==> src/source/memSysPkg.sv <==
// Assumes a 32-bit byte-addressed bus with 4-byte little-endian words and sizes up to a word
package memSysPkg;

  // Bytes per bus word, used for address to index arithmetic
  localparam int wordBytes = 4;

  // Byte address as seen by the core and the bus
  typedef logic [31:0] addrT;

  // One bus or core data word
  typedef logic [31:0] dataT;

  // Core byte enables, bit 0 is the lowest byte lane
  // Only contiguous aligned masks are expected: single bytes, 0011, 1100, 1111
  typedef logic [3:0] byteMaskT;

  // Bus transfer size, AHB style encoding
  typedef enum logic [2:0]
  {
    sizeByte = 3'b000,
    sizeHalf = 3'b001,
    sizeWord = 3'b010
  } hSizeT;

endpackage

==> src/source/busArbiter.sv <==
// Two-way bus arbiter with fixed data priority; one transfer in flight, requests held until ready
`timescale 1ns/1ps

module busArbiter
  import memSysPkg::*;
(
  input  logic  clk,
  input  logic  arstN,
  input  logic  instrRequest,
  input  addrT  instrAddr,
  output logic  instrReady,
  output dataT  instrRData,
  input  logic  dataRequest,
  input  addrT  dataAddr,
  input  logic  dataWrite,
  input  dataT  dataWData,
  input  hSizeT dataSize,
  output logic  dataReady,
  output dataT  dataRData,
  output logic  busRequest,
  output addrT  busAddr,
  output logic  busWrite,
  output dataT  busWData,
  output hSizeT busSize,
  input  logic  busReady,
  input  dataT  busRData
);

  logic busy;
  // High when the data side owns the bus
  logic ownerData;

  always_ff @(posedge clk or negedge arstN)
  begin
    if (!arstN)
    begin
      busy      <= 1'b0;
      ownerData <= 1'b0;
    end
    else if (!busy)
    begin
      if (dataRequest)
      begin
        busy      <= 1'b1;
        ownerData <= 1'b1;
      end
      else if (instrRequest)
      begin
        busy      <= 1'b1;
        ownerData <= 1'b0;
      end
    end
    else if (busReady)
    begin
      busy <= 1'b0;
    end
  end

  assign busRequest = busy;

  // Owner fields onto the bus, fetches are word reads
  assign busAddr  = ownerData ? dataAddr : instrAddr;
  assign busWrite = ownerData && dataWrite;
  assign busWData = ownerData ? dataWData : '0;
  assign busSize  = ownerData ? dataSize : sizeWord;

  // Response goes back to the owner only
  assign dataReady  = busy && busReady && ownerData;
  assign instrReady = busy && busReady && !ownerData;
  assign dataRData  = ownerData ? busRData : '0;
  assign instrRData = ownerData ? '0 : busRData;

endmodule

==> config.mk <==
export PLATFORM = sky130hd
export DESIGN_NAME = busArbiter
export DESIGN_NICKNAME = d
export VERILOG_FILES = /design/src/source/memSysPkg.sv /design/src/source/busArbiter.sv
export SDC_FILE = /design/constraint.sdc
export NUM_CORES = 1
export LEC_CHECK = 0
export BUFFER_PORTS_ARGS = -buffer_cell sky130_fd_sc_hd__buf_2
export CAP_MARGIN = 30
export CORE_AREA = 3 3 105 107
export DETAILED_ROUTE_END_ITERATION = 7
export DIE_AREA = 0 0 108 110
export PLACE_DENSITY_LB_ADDON = 0.25
export SLEW_MARGIN = 30
export SYNTH_ARGS = -nofsm -noshare
export SYNTH_HDL_FRONTEND = slang
export SYNTH_SLANG_ARGS = --single-unit
==> constraint.sdc <==
create_clock -name clk -period 1.25 [get_ports clk]
set_clock_uncertainty 0.05 [all_clocks]
set_input_delay 0.25 -clock clk [delete_from_list [all_inputs] [get_ports clk]]
set_output_delay 0.25 -clock clk [all_outputs]
set_load 0.03 [all_outputs]
==> impl_metrics.ini <==
[sta]
rsz0062_at_grt = yes
maxSlewHeadroom = 0.867
fin_ws_ns = -0.472
fin_crit_sh = 1.38
setup_viol = 134
worst_slew_pin_slew_ns = 0.199
final_hold_viol_count = 0
finalMaxSlewViolations = 0
fmax_mhz = 581
fin_crit_ns = 1.72

[setup_path]
worstPathArrival_ns = 1.42
cp.depth = 3
cpMaxStageDelayCell = dfrtp_4
slowest_delay_ns = 0.45
cp_num_buf_inv = 2
start_kind = register
required_ns = 0.95
critPathKind = reg -> out
crit_family = flip-flops
critical_path.endpoint_type = output pin
r2r_slack_ns = 0.20
crit_fanout = 33
rr_worst_depth = 2
r2r-end = ownerData$_DFFE_PN0P_
crit_chain = buf_12 > mux2_2 > buf_4
rr_startpoint = ownerData$_DFFE_PN0P_
cp-startpoint = ownerData$_DFFE_PN0P_

[min_path]
hold_path_class = in -> reg
hold_depth = 2
hp-start = instrRequest
min_to = busRequest$_DFF_PN0_

[global_routing]
first_global_vias = 2095
grt_max_degree = 34
grt_use_total = 0.105
antenna_found_initial = 0
overflow = 0
grt_pass1_wl_mm = 10.0

[clock_network]
root_buffer = clkbuf_8
cts_buffer_depth = 2
cts_made_buffers = 3
cts_htree_levels = 1
tritoncts = yes
clock_latency_ns = 0.21
path_clk_slew_ns = 0.03
cts.sinks = 2

[logic_synthesis]
yosysWarnings = 0
ys_seq_elements = 2
syn_nets = 293
muxShareOfSynthArea = 0.304
synth_area_leaders = and2_1, mux2_2, nor2b_1
postSynthAreaPerCell_um2 = 7.59
syn_inst = 156
synth_compound_area_frac = 0.0148
synthAdderAreaFrac = 0
synthesis.area_mm2 = 0.00118
synth_cell_type_count = 14
synth_seq_area_share = 0.0423
synth_top_area_share = 0.354
synth_simple_gate_area_frac = 0.545
yosysTopAreaCell = and2_1
synth_top_family_by_area = simple AND/OR/NAND/NOR gates
synth_xor_area_frac = 0

[die]
die_w_um = 108
core_area_mm2 = 0.0102
die-area_mm2 = 0.0119
die_height_um = 110
start_util = 0.116
rows = 37
io_pins = 272

[drt]
remaining_drc_errors = 0
vias = 2162
avgViaCountPerCell = 3.80
finalWirelength_mm = 7.44
wire_per_inst_um = 13.1
drt_iter0_markers = 60
drt_pre_antenna_iters = 4
final_antenna_net_count = 0

[final_layout]
n_antenna_cell = 0
final_cells = 569
stdcell_area_mm2 = 0.00387
drive_gt1_frac = 0.975
syn2layout_area_growth_pct = 227
fin_util = 0.378
layout.nets = 571

[job]
cap_violations = 0

[outcome]
violations = setup timing
status = finished, violations left

[power_and_ir_drop]
power_density_mw_per_mm2 = 1190
power_uw = 4600
ir_drop_uv = 479
leakage_uw = 0.00216

[placed_design]
numPortBuffers = 271
post-place-ws_ns = -0.258
post-place-cells = 563
gp_congestion = 0.723
hpwl_mm = 6.23
placedInstanceArea_mm2 = 0.00320
## synthesized netlist by cell type
cell	n
and2_1	67
mux2_2	32
nor2b_1	32
buf_6	6
clkbuf_1	5
buf_2	4
dfrtp_1	2
nand2b_1	2
a22o_1	1
and3_1	1
inv_1	1
nand2_1	1
nor2_1	1
o31a_1	1
## worst max-delay path by stage
stage / end
after global routing: busAddr[28]
after CTS: busAddr[28]
after floorplan: instrRData[28]
after detailed placement: busAddr[28]
after global placement: dataRData[11]
final: busAddr[28]
## area by class of cell
class / count / area, um2
inverters: 1 / 3.75
well taps: 136 / 170
repair buffers: 288 / 2140
fillers: 1032 / 6360
multi-input cells: 138 / 1460
clock buffers: 4 / 45.0
flip-flops and latches: 2 / 53.8
## logic make-up after synthesis
| kind of cell | after synthesis |
|---|---|
| AOI/OAI and AO/OA | 2 |
| and+or+nand+nor | 104 |
| buffers and inverters | 16 |
| DFF | 2 |
| muxes | 32 |
## worst register-to-register path, delay by kind of cell, from the launching register on
kind            cells  cell delay [ns]
flops               1             0.50
compound gates      1             0.21
buf+inv             1             0.17
## cells in the final DEF, fill, tap and decap left out, drive strengths merged
| cell type | count |
|---|---|
| buf | 287 |
| and2 | 67 |
| nor2b | 32 |
| mux2 | 32 |
| clkbuf | 4 |
| nand2b | 2 |
| dfrtp | 2 |
| and3 | 1 |
| nand2 | 1 |
| nor2 | 1 |
| o31a | 1 |
| inv | 1 |
| a22o | 1 |
| dlygate4sd3 | 1 |
## registers in the layout (all words and copies together), names as in the netlist
| signal | cells |
|---|---|
| ownerData | 1 |
| busRequest | 1 |
## metal layers
layer / vias up / share of wire / track usage / wire, um
li1: 1047 / - / - / -
met5: - / 0 / 0 / 0
met4: 0 / 0.0011 / 0.00541 / 8
met1: 970 / 0.32 / 0.105 / 2380
met3: 2 / 0.12 / 0.0285 / 866
met2: 143 / 0.56 / 0.224 / 4190
## per-stage QoR
stage | hold slack [ns] | TNS, ns
after floorplan | -0.0956 | -3.91
after global placement | -0.00866 | -24.50
after detailed placement | -0.00806 | -24.86
after CTS | 0.235 | -52.58
after global routing | 0.256 | -55.61
final | 0.238 | -50.91
## where the power goes
group	switching, uW	internal (uW)	leakage, uW
Sequential	19.7	80.5	0.0000216
Clock	55.3	217	0.0000228
Combinational	2240	1990	0.00211
Total	2310	2290	0.00216
## what timing repair did
| item | 4_1_cts | 5_1_grt |
|---|---|---|
| hold endpoints to repair | 2 | 0 |
| pin swaps | 0 | 0 |
| buffers inserted | 0 | 1 |
| endpoints found under the setup margin | 134 | 134 |
| gates resized for setup | 198 | 8 |
| hold buffers | 1 | 0 |
Power figures use the tool's default switching activity.
