File: config.mk
export PLATFORM = sky130hd
export DESIGN_NAME = instrCache
export DESIGN_NICKNAME = d
export VERILOG_FILES = /design/src/source/memSysPkg.sv /design/src/source/instrCache.sv
export SDC_FILE = /design/constraint.sdc
export NUM_CORES = 2
export LEC_CHECK = 0
export BUFFER_PORTS_ARGS = -buffer_cell sky130_fd_sc_hd__buf_2
export CAP_MARGIN = 20
export CORE_MARGIN = 5
export CORE_UTILIZATION = 44
export DETAILED_ROUTE_END_ITERATION = 16
export HOLD_SLACK_MARGIN = 0.03
export PLACE_DENSITY_LB_ADDON = 0.15
export SYNTH_ARGS = -nofsm -noshare
export SYNTH_HDL_FRONTEND = slang
export SYNTH_SLANG_ARGS = --single-unit
File: constraint.sdc
create_clock -name clk -period 4.9 [get_ports clk]
set_input_delay 0.245 -clock clk [delete_from_list [all_inputs] [get_ports clk]]
set_output_delay 0.245 -clock clk [all_outputs]
set_load 0.05 [all_outputs]
File: src/source/memSysPkg.sv
// Assumes a 32-bit byte-addressed bus with 4-byte little-endian words and sizes up to a word
package memSysPkg;

  // Bytes per bus word, used for address to index arithmetic
  localparam int wordBytes = 4;

  // Byte address as seen by the core and the bus
  typedef logic [31:0] addrT;

  // One bus or core data word
  typedef logic [31:0] dataT;

  // Core byte enables, bit 0 is the lowest byte lane
  // Only contiguous aligned masks are expected: single bytes, 0011, 1100, 1111
  typedef logic [3:0] byteMaskT;

  // Bus transfer size, AHB style encoding
  typedef enum logic [2:0]
  {
    sizeByte = 3'b000,
    sizeHalf = 3'b001,
    sizeWord = 3'b010
  } hSizeT;

endpackage

File: src/source/instrCache.sv
// Direct-mapped I-cache; numLines and blockWords must be powers of two, blockWords at least 2
`timescale 1ns/1ps

module instrCache
  import memSysPkg::*;
#(
  parameter int numLines   = 16,
  parameter int blockWords = 4
) (
  input  logic clk,
  input  logic arstN,
  input  logic enable,
  input  logic invalidate,
  input  addrT pcF,
  output dataT instrF,
  output logic iStall,
  output logic instrRequest,
  output addrT instrAddr,
  input  logic instrReady,
  input  dataT instrRData
);

  localparam int offBits  = $clog2(wordBytes);
  localparam int wordBits = $clog2(blockWords);
  localparam int idxBits  = $clog2(numLines);
  localparam int tagBits  = 32 - idxBits - wordBits - offBits;
  localparam logic [wordBits-1:0] lastWord = wordBits'(blockWords - 1);

  dataT                lineData [numLines][blockWords];
  logic [tagBits-1:0]  tagArr [numLines];
  logic [numLines-1:0] validArr;

  logic [wordBits-1:0] wordCnt;
  logic                pending;
  logic                modeQ;
  addrT                addrQ;
  addrT                curAddr;
  logic                hit;
  logic                refillAck;
  logic                refillDone;

  // Fields of the fetch address
  logic [tagBits-1:0]  pcTag;
  logic [idxBits-1:0]  pcIdx;
  logic [wordBits-1:0] pcWord;

  // Fields of the transfer in flight
  logic [tagBits-1:0]  tagQ;
  logic [idxBits-1:0]  idxQ;
  logic [wordBits-1:0] wordQ;

  assign pcTag  = pcF[31 -: tagBits];
  assign pcIdx  = pcF[offBits + wordBits +: idxBits];
  assign pcWord = pcF[offBits +: wordBits];

  assign tagQ  = addrQ[31 -: tagBits];
  assign idxQ  = addrQ[offBits + wordBits +: idxBits];
  assign wordQ = addrQ[offBits +: wordBits];

  assign hit = enable && validArr[pcIdx] && (tagArr[pcIdx] == pcTag);

  // Refill walks the aligned block, bypass reads the fetched word itself
  assign curAddr = enable ? {pcTag, pcIdx, wordCnt, {offBits{1'b0}}}
                          : {pcF[31:offBits], {offBits{1'b0}}};

  // Fields stay frozen while a transfer is outstanding
  assign instrRequest = pending || !hit;
  assign instrAddr    = pending ? addrQ : curAddr;

  assign refillAck  = instrReady && modeQ;
  assign refillDone = refillAck && (wordQ == lastWord);

  assign instrF = enable ? lineData[pcIdx][pcWord] : instrRData;
  assign iStall = enable ? !hit : !(instrReady && !modeQ);

  always_ff @(posedge clk or negedge arstN)
  begin
    if (!arstN)
    begin
      pending  <= 1'b0;
      modeQ    <= 1'b0;
      wordCnt  <= '0;
      validArr <= '0;
    end
    else
    begin
      pending <= instrRequest && !instrReady;
      if (!pending)
      begin
        modeQ <= enable;
      end
      // Restart the block walk whenever no refill is wanted
      if (invalidate || !enable || hit)
      begin
        wordCnt <= '0;
      end
      else if (refillAck)
      begin
        wordCnt <= wordCnt + 1'b1;
      end
      // Invalidate wins over a line completing
      if (invalidate)
      begin
        validArr <= '0;
      end
      else if (refillDone)
      begin
        validArr[idxQ] <= 1'b1;
      end
    end
  end

  always_ff @(posedge clk)
  begin
    if (!pending)
    begin
      addrQ <= curAddr;
    end
    if (refillAck)
    begin
      lineData[idxQ][wordQ] <= instrRData;
    end
    if (refillDone)
    begin
      tagArr[idxQ] <= tagQ;
    end
  end

endmodule

==> results.md <==
| Stage | Metric | This run |
|:---|:---|:---|
| global route | Wire length of the first global-routing pass | 344000 um |
| worst hold path | Kind of path behind the tightest hold check | in2reg |
| routing | Initial DRT Pass Iterations | 7 |
| floorplanning | Core area | 215000 um2 |
| clock tree | CTS Buf Count | 278 |
| final layout | Filler cell count in the final layout | 16800 |
| final layout | Seq. cell area | 74200 um2 |
| timing | Time the worst path needs with I/O delays and setup | 4.46 ns |
| synth | Dominant cell type by area after synthesis | edfxtp_1 |
| floorplanning | Rows | 170 |
| timing | Fin Clk Skew | 0.0640 ns |
| setup path | WS Path Type | reg2out |
| synth | Share of flip-flops with an asynchronous set or reset after synthesis | 0.805% |
| setup path | CP endpoint kind | primary output |
| synth | Mapped Cells | 3893 |
| timing | Tightest slew margin relative to the limit | 25.0% |
| clock tree | CTS sink cnt | 2484 |
| clock tree | Post-CTS Setup Bufs | 0 |
| synth | Post-synthesis instance area | 95200 um2 |
| synth | Yosys cell types | 54 |
| placed design | HPWL Detailed | 139000 um |
| synth | YS warnings | 0 |
| routing | Via count | 43600 |
| job | Max Cap Viol | 0 |
| setup path | CP delay by family, top | simple AND/OR/NAND/NOR gates |
| pwr | IR drop worst, VDD | 439 uV |
| routing | 1st-iter DRT viols | 4427 |
| final layout | Nets | 4433 |
| setup path | Setup crit start kind | flop |
| synth | Yosys top cell area share | 76.7% |
| timing | Slew at the pin closest to its max-slew limit | 1.12 ns |
| timing | Final hold violation count | 0 |
| global route | Combined global-route utilization of all metal layers | 21.7% |
| synth | Flop and latch count out of synthesis | 2484 |
| routing | Post-route DRC violation count | 0 |
| synth | Number of flops mapped to enable cells by yosys | 2432 |
| synth | Commonest register cell after synthesis | edfxtp_1 |
| clock tree | Post-CTS resize count | 0 |
| setup path | Critical-path maximum fanout | 3 |
| clock tree | H-tree levels | 5 |
| timing | Post-Route Setup TNS | 0 ns |
| timing | Final slew viol count | 0 |
| placed design | Final RePlAce weighted congestion | 0.751 |
| synth | Number of nets in the synthesized netlist | 3962 |
| clock tree | Hold buffers post-CTS | 54 |
| synth | Top post-synthesis cells by count | edfxtp_1, mux4_2, nor2_1 |
| clock tree | Clk slew on worst S/H paths | 0.06 ns |
| setup path | Cells traversed along the worst timing path | mux4_2 > a22o_1 > a221oi_1 > o221ai_1 > or4_1 > nor4_2 > buf_4 > a21oi_1 > buf_2 |
| final layout | Post-synthesis to final-layout area growth | 15.4% |
| global route | Largest net degree at the start of global routing | 75 |
| floorplanning | Top-level port count | 135 |
| clock tree | CTS root buffer | clkbuf_16 |
| setup path | Required @ worst endpoint | 4.66 ns |
| routing | Total Wirelength | 243000 um |
| routing | Routed WL per cell | 32.9 um |
| global route | Sum of overflow across all layers after global routing | 0 |
| pwr | Power density over cell area | 411 nW/um2 |
| clock tree | Maximum clock insertion buffer count | 4 |
| setup path | Crit path largest cell delay | 0.61 ns |
| placed design | Number of buffers inserted by port buffering | 132 |
| synth | Cells taking the most area after synthesis | edfxtp_1, mux4_2, mux2i_1, mux2_2, dfxtp_1 |
| timing | Unrepaired setup endpoints after global routing | no |
| routing | ANT nets after route | 0 |
| setup path | Signal arrival time at the worst endpoint | 4.21 ns |
| floorplanning | Die height | 475 um |
| global route | Antenna violations before repair | 23 |
| synth | Post-synthesis sequential area ratio | 77.9% |
| timing | Final setup violation count | 0 |
| floorplanning | Effective utilization at floorplan | 44.3% |
| timing | Final critical-path share of the clock period | 91.0% |
| floorplanning | Die width | 475 um |
| synth | Most instantiated library cell after synthesis | edfxtp_1 |
| final layout | Multi-input gate area | 20400 um2 |
| synth | Mapped Avg Cell Area | 24.5 um2 |
| final layout | Fraction of layout instances using a drive strength above 1 | 34.2% |
| final layout | Finished Core Util | 51.1% |
| global route | Vias in the first global route | 44900 |
| timing | Achievable clock frequency | 224 MHz |
| outcome | Outcome | completed |
| setup path | Worst path slowest cell | or4_1 |
| floorplanning | Die Footprint | 226000 um2 |
| setup path | Bufs and invs on worst path | 2 |
| pwr | Standby leakage power | 0.0344 uW |
| clock tree | Clock tree from TritonCTS | yes |
| clock tree | Clk Latency, worst-skew pair | 0.93 ns |
| routing | Average vias per placed instance | 5.90 |
-- flip-flops by register name (all words and copies together), names as in the netlist --
signal and count:
lineData 2048, tagArr 384, addrQ 32, validArr 16
wordCnt 2, modeQ 1, pending 1
-- final timing paths --
check	slack, ns	end	from	cells after the start
setup / recovery	0.44	iStall	tagArr[10][17]$_DFFE_PP_	9
hold / removal	0.1	lineData[4][25]$_DFFE_PP_	instrRData[25]	2
setup reg to reg	1.75	wordCnt[0]$_DFFE_PN0P_	tagArr[10][17]$_DFFE_PP_	8
hold reg to reg	0.46	addrQ[0]$_DFF_P_	addrQ[0]$_DFF_P_	1
max in group asynchronous	4.28	pending$_DFF_PN0_	arstN	4
min in group asynchronous	0.44	validArr[6]$_DFFE_PN0P_	arstN	4
-- stage by stage --
stage               total power, uW  std cells  setup slack [ns]  hold slack, ns  area [um2]
floorplan                     25500       3893              1.16         -0.0506       95200
finish                        45200       7389             0.440          0.0950      110000
global route                  46700       7385             0.313          0.0855      110000
global placement              26500       6855             0.742           0.268      101000
CTS                           45600       7374             0.395          0.0327      110000
detailed placement            26600       6858             0.756           0.278      101000
-- power breakdown --
group	switching, uW	internal [uW]	total [uW]
Combinational	1570	970	2540
Clock	7980	11100	19000
Sequential	116	23500	23600
-- layer usage --
| metal | wire length, um | part of all wire, % | global-route usage, % |
|---|---|---|---|
| met4 | 6500 | 2.7 | 6.01 |
| met2 | 115000 | 47 | 33.7 |
| met1 | 104000 | 43 | 31.2 |
| met5 | 13 | 0.0053 | 0 |
| met3 | 17900 | 7.4 | 5.08 |
-- cell families after synthesis --
logic type	Yosys count	synth area share, %
buffers and inverters	211	1.15
AND/OR/NAND/NOR	204	0.911
multiplexers	880	19.1
flip-flops	2484	77.9
XOR/XNOR	30	0.276
AO/OA/AOI/OAI	84	0.640
-- layout make-up --
cell class | instances | area share, %
inverter | 7 | 0.0307
sequential | 2484 | 67.5
multi-input combinational | 1198 | 18.6
antenna | 5 | 0.0114
timing repair buffer | 395 | 3.22
tap | 2838 | 3.23
clock buffer | 361 | 6.78
clock inverter | 101 | 0.630
-- layout by cell type (no fill, tap or decap), types with 14 or more instances in the layout --
master and instances:
a21oi_1 14, a22oi_1 23, buf_12 55, buf_2 128, buf_4 150, clkbuf_1 70, clkbuf_16 283, clkinv_1 50
clkinv_2 34, dfrtp_1 19, dfxtp_1 32, dlygate4sd3_1 57, edfxtp_1 2432, mux2_2 57, mux2i_1 77, mux4_2 746
nand2_1 44, nor2_1 51, nor2_4 64, xnor2_1 14, xor2_1 16
Power figures use the tool's default switching activity.
