**config.mk**
```make
export PLATFORM = sky130hd
export DESIGN_NAME = dataPort
export DESIGN_NICKNAME = d
export VERILOG_FILES = /design/src/source/memSysPkg.sv /design/src/source/dataPort.sv
export SDC_FILE = /design/constraint.sdc
export NUM_CORES = 1
export LEC_CHECK = 0
export BUFFER_PORTS_ARGS = -buffer_cell sky130_fd_sc_hd__buf_4
export CORE_MARGIN = 8
export CORE_UTILIZATION = 25
export DETAILED_ROUTE_END_ITERATION = 10
export GPL_TIMING_DRIVEN = 0
export PLACE_DENSITY = 0.83
export SLEW_MARGIN = 20
export SYNTH_ARGS = -nofsm -noshare
export SYNTH_HDL_FRONTEND = slang
export SYNTH_SLANG_ARGS = --single-unit
```
**constraint.sdc**
```tcl
create_clock -name clk -period 1.3 [get_ports clk]
set_clock_uncertainty 0.05 [all_clocks]
set_input_delay 0.26 -clock clk [delete_from_list [all_inputs] [get_ports clk]]
set_output_delay 0.26 -clock clk [all_outputs]
set_load 0.02 [all_outputs]
```
**src/source/memSysPkg.sv**
```systemverilog
// Assumes a 32-bit byte-addressed bus with 4-byte little-endian words and sizes up to a word
package memSysPkg;

  // Bytes per bus word, used for address to index arithmetic
  localparam int wordBytes = 4;

  // Byte address as seen by the core and the bus
  typedef logic [31:0] addrT;

  // One bus or core data word
  typedef logic [31:0] dataT;

  // Core byte enables, bit 0 is the lowest byte lane
  // Only contiguous aligned masks are expected: single bytes, 0011, 1100, 1111
  typedef logic [3:0] byteMaskT;

  // Bus transfer size, AHB style encoding
  typedef enum logic [2:0]
  {
    sizeByte = 3'b000,
    sizeHalf = 3'b001,
    sizeWord = 3'b010
  } hSizeT;

endpackage

```
**src/source/dataPort.sv**
```systemverilog
// Uncached load/store port; expects contiguous aligned byte masks, loads are zero-extended
`timescale 1ns/1ps

module dataPort
  import memSysPkg::*;
(
  input  logic     clk,
  input  logic     arstN,
  input  logic     memRead,
  input  logic     memWrite,
  input  addrT     dataAdr,
  input  dataT     writeData,
  input  byteMaskT byteMask,
  output dataT     readData,
  output logic     dStall,
  output logic     dataRequest,
  output addrT     dataAddr,
  output logic     dataWrite,
  output dataT     dataWData,
  output hSizeT    dataSize,
  input  logic     dataReady,
  input  dataT     dataRData
);

  logic       access;
  logic       done;
  logic [1:0] laneOff;
  dataT       shifted;

  assign access = memRead || memWrite;

  // Block a repeat transfer while the core still holds the finished access
  assign dataRequest = access && !done;
  assign dStall      = access && !dataReady;

  // Lowest enabled lane gives the byte offset
  assign laneOff = byteMask[0] ? 2'd0 :
                   byteMask[1] ? 2'd1 :
                   byteMask[2] ? 2'd2 : 2'd3;

  always_comb
  begin
    case (byteMask)
      4'b0001, 4'b0010, 4'b0100, 4'b1000: dataSize = sizeByte;
      4'b0011, 4'b1100:                   dataSize = sizeHalf;
      default:                            dataSize = sizeWord;
    endcase
  end

  assign dataAddr  = {dataAdr[31:2], laneOff};
  assign dataWrite = memWrite;
  // Core already places store bytes in their lanes
  assign dataWData = writeData;

  // Move addressed bytes down to bit 0
  assign shifted = dataRData >> {laneOff, 3'b000};

  always_comb
  begin
    case (dataSize)
      sizeByte: readData = {24'h0, shifted[7:0]};
      sizeHalf: readData = {16'h0, shifted[15:0]};
      default:  readData = shifted;
    endcase
  end

  always_ff @(posedge clk or negedge arstN)
  begin
    if (!arstN)
    begin
      done <= 1'b0;
    end
    else
    begin
      done <= dataReady;
    end
  end

endmodule

```
==> run summary, run 1 <==
pwr dens: 465 nW/um^2
leakage power: 1.55 nW
post-placement setup slack: -534 ps
ratio of cells with drive above 1 in the final layout: 89.0%
clock slew at reported path FFs: 0 ps
Syn Area/Cell: 6.96 um^2
fillcell total: 429
Max-Cap Viols: 0
syn_nets: 280
drt wl/cell: 17.8 um
most frequent cells in the layout: 178 x buf_4, 34 x buf_6, 9 x nor2b_1, 9 x nand2_1
Area Overhead vs Synth: 155%
Multi-input gate area: 1030 um^2
largest reg by FF count: done
Setup CP Type: primary input to output pin
ant diodes: 0
Tot Pwr: 1.44 mW
register area share after synthesis: 2.06%
vias in the first global route: 2033
Ys Warns: 0
Synth Instances: 175
initial core utilization: 25.8%
initial antenna violation count: 0
Synth Register Bits: 1
routed wire length: 6980 um
Synth cell types: 26
Largest register FFs: 1
Row Count: 25
Final Max Tran Viols: 0
met3 routed WL: 862 um
Vias: 1780
top layer used by detailed routing: met4
Hold Vio Cnt, Final: 0
Final HPWL DP: 5600 um
GRT Residual Overflow: 0
status: finished with violations
placed cell count: 382
DRT iter0 DRCs: 18
most common cell after layout, fill and taps aside: buf_4
DR DRC count: 0
f_max: 614 MHz
area leader, netlist: buf_4
largest net degree at the start of global routing: 11
post-synth top area share: 40.7%
final net count: 433
CP required: 990 ps
M1 WL: 2220 um
failing checks: negative setup slack
DIE HEIGHT: 85.8 um
post-route worst setup slack: -329 ps
Mapped Area: 1220 um^2
DIE AREA: 7360 um^2
WL met2: 3880 um
drt via density: 4.53
WP data arrival: 1320 ps
Crit. End Element: output pin
Max VDD drop: 0.313 mV
HP Class: primary input to flop
final period utilization: 125%
Final ANT Viol Nets: 0
first-pass GRT wire length: 10400 um
Sequential Area: 25.0 um^2
dominant cells by area after synthesis: buf_4 41%, mux2_2 7.4%, mux2i_1 6.6%
core area: 4720 um^2
post-route minimum period: 1630 ps
Post-Layout Cell Count: 393
gpl congestion: 0.757
largest registers: done (1)
CP startpoint kind: primary input
Setup violations, final: 21
Critical Path Fanout Max: 8
GRT Overall Usage: 17.0%
unrepaired setup endpoints after global routing: yes
port bufs: 140
Ports: 207
TritonRoute pass-1 iters: 4
Die Wd: 85.8 um
-- per-stage QoR --
step	utilization [%]	setup TNS [ps]	instance area (um^2)	hold slack [ps]
after floorplan	-	-2580	1370	-85.6
after global placement	53.1	-12820	2510	-14.6
after detailed placement	53.1	-12840	2510	-13.5
after CTS	61.3	-5780	2890	333
after global routing	65.7	-6020	3100	338
final	65.7	-5080	3100	338
-- cell usage after synthesis --
| master | number |
|---|---|
| and2_0 | 1 |
| a21oi_1 | 1 |
| mux2i_1 | 8 |
| nand3b_1 | 1 |
| a221oi_1 | 8 |
| a32o_1 | 1 |
| a22oi_1 | 7 |
| dfrtp_1 | 1 |
| mux2_2 | 8 |
| and3_1 | 8 |
| nor2_1 | 13 |
| xnor2_1 | 1 |
| nor2b_2 | 1 |
| o21ai_0 | 8 |
| conb_1 | 1 |
| nor2b_1 | 9 |
| buf_2 | 2 |
| or2_2 | 1 |
| buf_4 | 66 |
| nor3_1 | 8 |
| nor4b_1 | 1 |
| clkbuf_1 | 8 |
| a221o_1 | 1 |
| buf_6 | 1 |
| xor2_1 | 1 |
| nand2_1 | 9 |
-- cell type report --
cell class	count	area share [%]
plain buffers	75	20.0
flip-flops and latches	1	0.806
repair buffers	153	43.5
well taps	67	2.70
multi-input cells	97	33.1
-- worst max-delay path, stage by stage --
cell,delay [ps]
buf_12,110
xor2_2,160
a221o_4,480
nor3_4,160
buf_6,140
-- final timing paths --
check                            start  cells after the start             end  slack, ps
setup / recovery           byteMask[3]                      5    readData[15]       -330
hold / removal               dataReady                      1  done$_DFF_PN0_        340
max in group asynchronous        arstN                      2  done$_DFF_PN0_        580
min in group asynchronous        arstN                      2  done$_DFF_PN0_        540
-- kinds of logic after synthesis --
group	Yosys count	synth area share [%]
buffers and inverters	77	44.9
and+or+nand+nor	52	21.9
AOI/OAI and AO/OA	26	15.4
muxes	16	14.0
xor gates and xnor gates	2	1.44
DFF	1	2.06
other	1	0.308
-- report_power, final --
part,internal (mW),switching [mW]
Clock,0,0
Combinational,0.749,0.659
Sequential,0.0333,0.000448
Total,0.782,0.660
-- layer usage --
metal | global-route usage, % | vias to the layer above
li1 | - | 845
met4 | 0.637 | 0
met3 | 8.02 | 2
met1 | 15.2 | 823
met2 | 34.8 | 110
met5 | 0 | -
-- repair_timing --
item | 4_1_cts | 5_1_grt
cloned | 0 | 1
setup buffers | 7 | 4
pin swaps | 13 | 11
endpoints found under the hold margin | 1 | 0
gates resized for setup | 79 | 38
hold buffers | 1 | 0
setup endpoints to repair | 35 | 34
(Power assumes the default switching activity.)
==> run 2, diff against run 1 <==
==> constraint.sdc (replaced) <==
create_clock -name clk -period 1.3 [get_ports clk]
set_clock_uncertainty 0.05 [all_clocks]
set_input_delay 0.195 -clock clk [delete_from_list [all_inputs] [get_ports clk]]
set_output_delay 0.195 -clock clk [all_outputs]
set_load 0.02 [all_outputs]
==> run 2 against run 1 <==
Net effect:
- the flow still finishes with violations (negative setup slack)
- core utilization is 8.3 points lower
- final area is 13% lower
- die area unchanged
- critical endpoint is now readData[9]
==> run summary, run 2 (same netlist as run 1, synthesis figures left out) <==
status: finished with violations
failing checks: negative setup slack
first-pass GRT wire length: 9890 um
largest reg by FF count: done
HP Class: primary input to flop
Final HPWL DP: 5700 um
unrepaired setup endpoints after global routing: yes
Row Count: 25
clock slew at reported path FFs: 0 ps
combinational share of power: 97.4%
drt wl/cell: 17.8 um
final net count: 423
post-route minimum period: 1510 ps
Final Max Tran Viols: 0
Vias: 1749
port bufs: 140
clock power share: 0%
final instance area: 2710 um^2
Hold Startpoint: dataReady
TritonRoute pass-1 iters: 6
most common cell after layout, fill and taps aside: buf_4
GRT Residual Overflow: 0
DIE HEIGHT: 85.8 um
Critical Path Fanout Max: 8
CP required: 1050 ps
WP data arrival: 1260 ps
M1 WL: 2360 um
final period utilization: 116%
drt via density: 4.57
WL met2: 3640 um
initial core utilization: 25.8%
sw frac: 47.7%
Max VDD drop: 0.298 mV
Flop pwr share: 2.6%
Sw Pwr: 612 uW
Setup CP Type: primary input to output pin
f_max: 663 MHz
met3 routed WL: 783 um
initial antenna violation count: 0
top layer used by detailed routing: met4
Placed Area: 2470 um^2
Largest register FFs: 1
CP startpoint kind: primary input
most frequent cells in the layout: 196 x buf_4, 11 x nor2_1, 9 x nand2_1, 9 x buf_6
GRT Overall Usage: 16.5%
CP Launch Point: byteMask[3]
gpl congestion: 0.765
ant diodes: 0
largest registers: done (1)
Hold Vio Cnt, Final: 0
leakage power: 1.44 nW
Final ANT Viol Nets: 0
post-route worst setup slack: -208 ps
largest net degree at the start of global routing: 11
hold_ws: 267 ps
core area: 4720 um^2
Die Wd: 85.8 um
Area Overhead vs Synth: 123%
Ports: 207
internal cell power: 669 uW
Max-Cap Viols: 0
DIE AREA: 7360 um^2
pwr dens: 472 nW/um^2
ratio of cells with drive above 1 in the final layout: 78.8%
Tot Pwr: 1.28 mW
DRT iter0 DRCs: 24
routed wire length: 6840 um
vias in the first global route: 1958
DR DRC count: 0
Setup violations, final: 17
Crit. End Element: output pin
## run 2: through the flow
stage | cells | utilization [%] | worst slack [ps] | TNS (ps)
2_1_floorplan | 175 | - | -109 | -872
3_3_place_gp | 382 | 52.3 | -398 | -9080
3_5_place_dp | 382 | 52.3 | -428 | -9530
4_1_cts | 384 | 56.3 | -288 | -3070
5_1_grt | 383 | 57.4 | -243 | -3510
6_report | 383 | 57.4 | -208 | -2870
## run 2: metal layers
layer | global-route usage (%) | vias up
met5 | 0 | -
met4 | 1.43 | 0
met3 | 7.26 | 6
met2 | 32.7 | 121
met1 | 15.6 | 801
li1 | - | 821
## run 2: final cells by class
| cell class | count | area [um^2] |
|---|---|---|
| Sequential cell | 1 | 25.0 |
| Multi-Input combinational cell | 97 | 866 |
| Buffer | 74 | 588 |
| Tap cell | 67 | 83.8 |
| Fill cell | 468 | 2010 |
| Timing Repair Buffer | 144 | 1150 |
## run 2: worst max-delay path, stage by stage
cell and delay (ps):
buf_6 110, xor2_1 160, a221o_4 480, nor3_4 160, buf_6 140
## run 2: final timing paths
path	endpoint	cells after the start
worst max-delay path	readData[9]	5
worst min-delay path	done$_DFF_PN0_	1
max in group asynchronous	done$_DFF_PN0_	2
min in group asynchronous	done$_DFF_PN0_	2
## run 2: power groups by stage
stage	sequential [mW]	clock, mW	combinational [mW]
2_1_floorplan	0.0336	0	0.670
3_3_place_gp	0.0337	0	1.14
3_5_place_dp	0.0337	0	1.15
4_1_cts	0.0337	0	1.23
5_1_grt	0.0337	0	1.32
6_report	0.0336	0	1.25
## run 2: repair_timing
action | in CTS | in global routing
setup endpoints to repair | 35 | 21
buffers inserted | 3 | 0
resized for setup | 40 | 15
hold buffers | 1 | 0
pin swaps | 2 | 4
endpoints found under the hold margin | 1 | 0
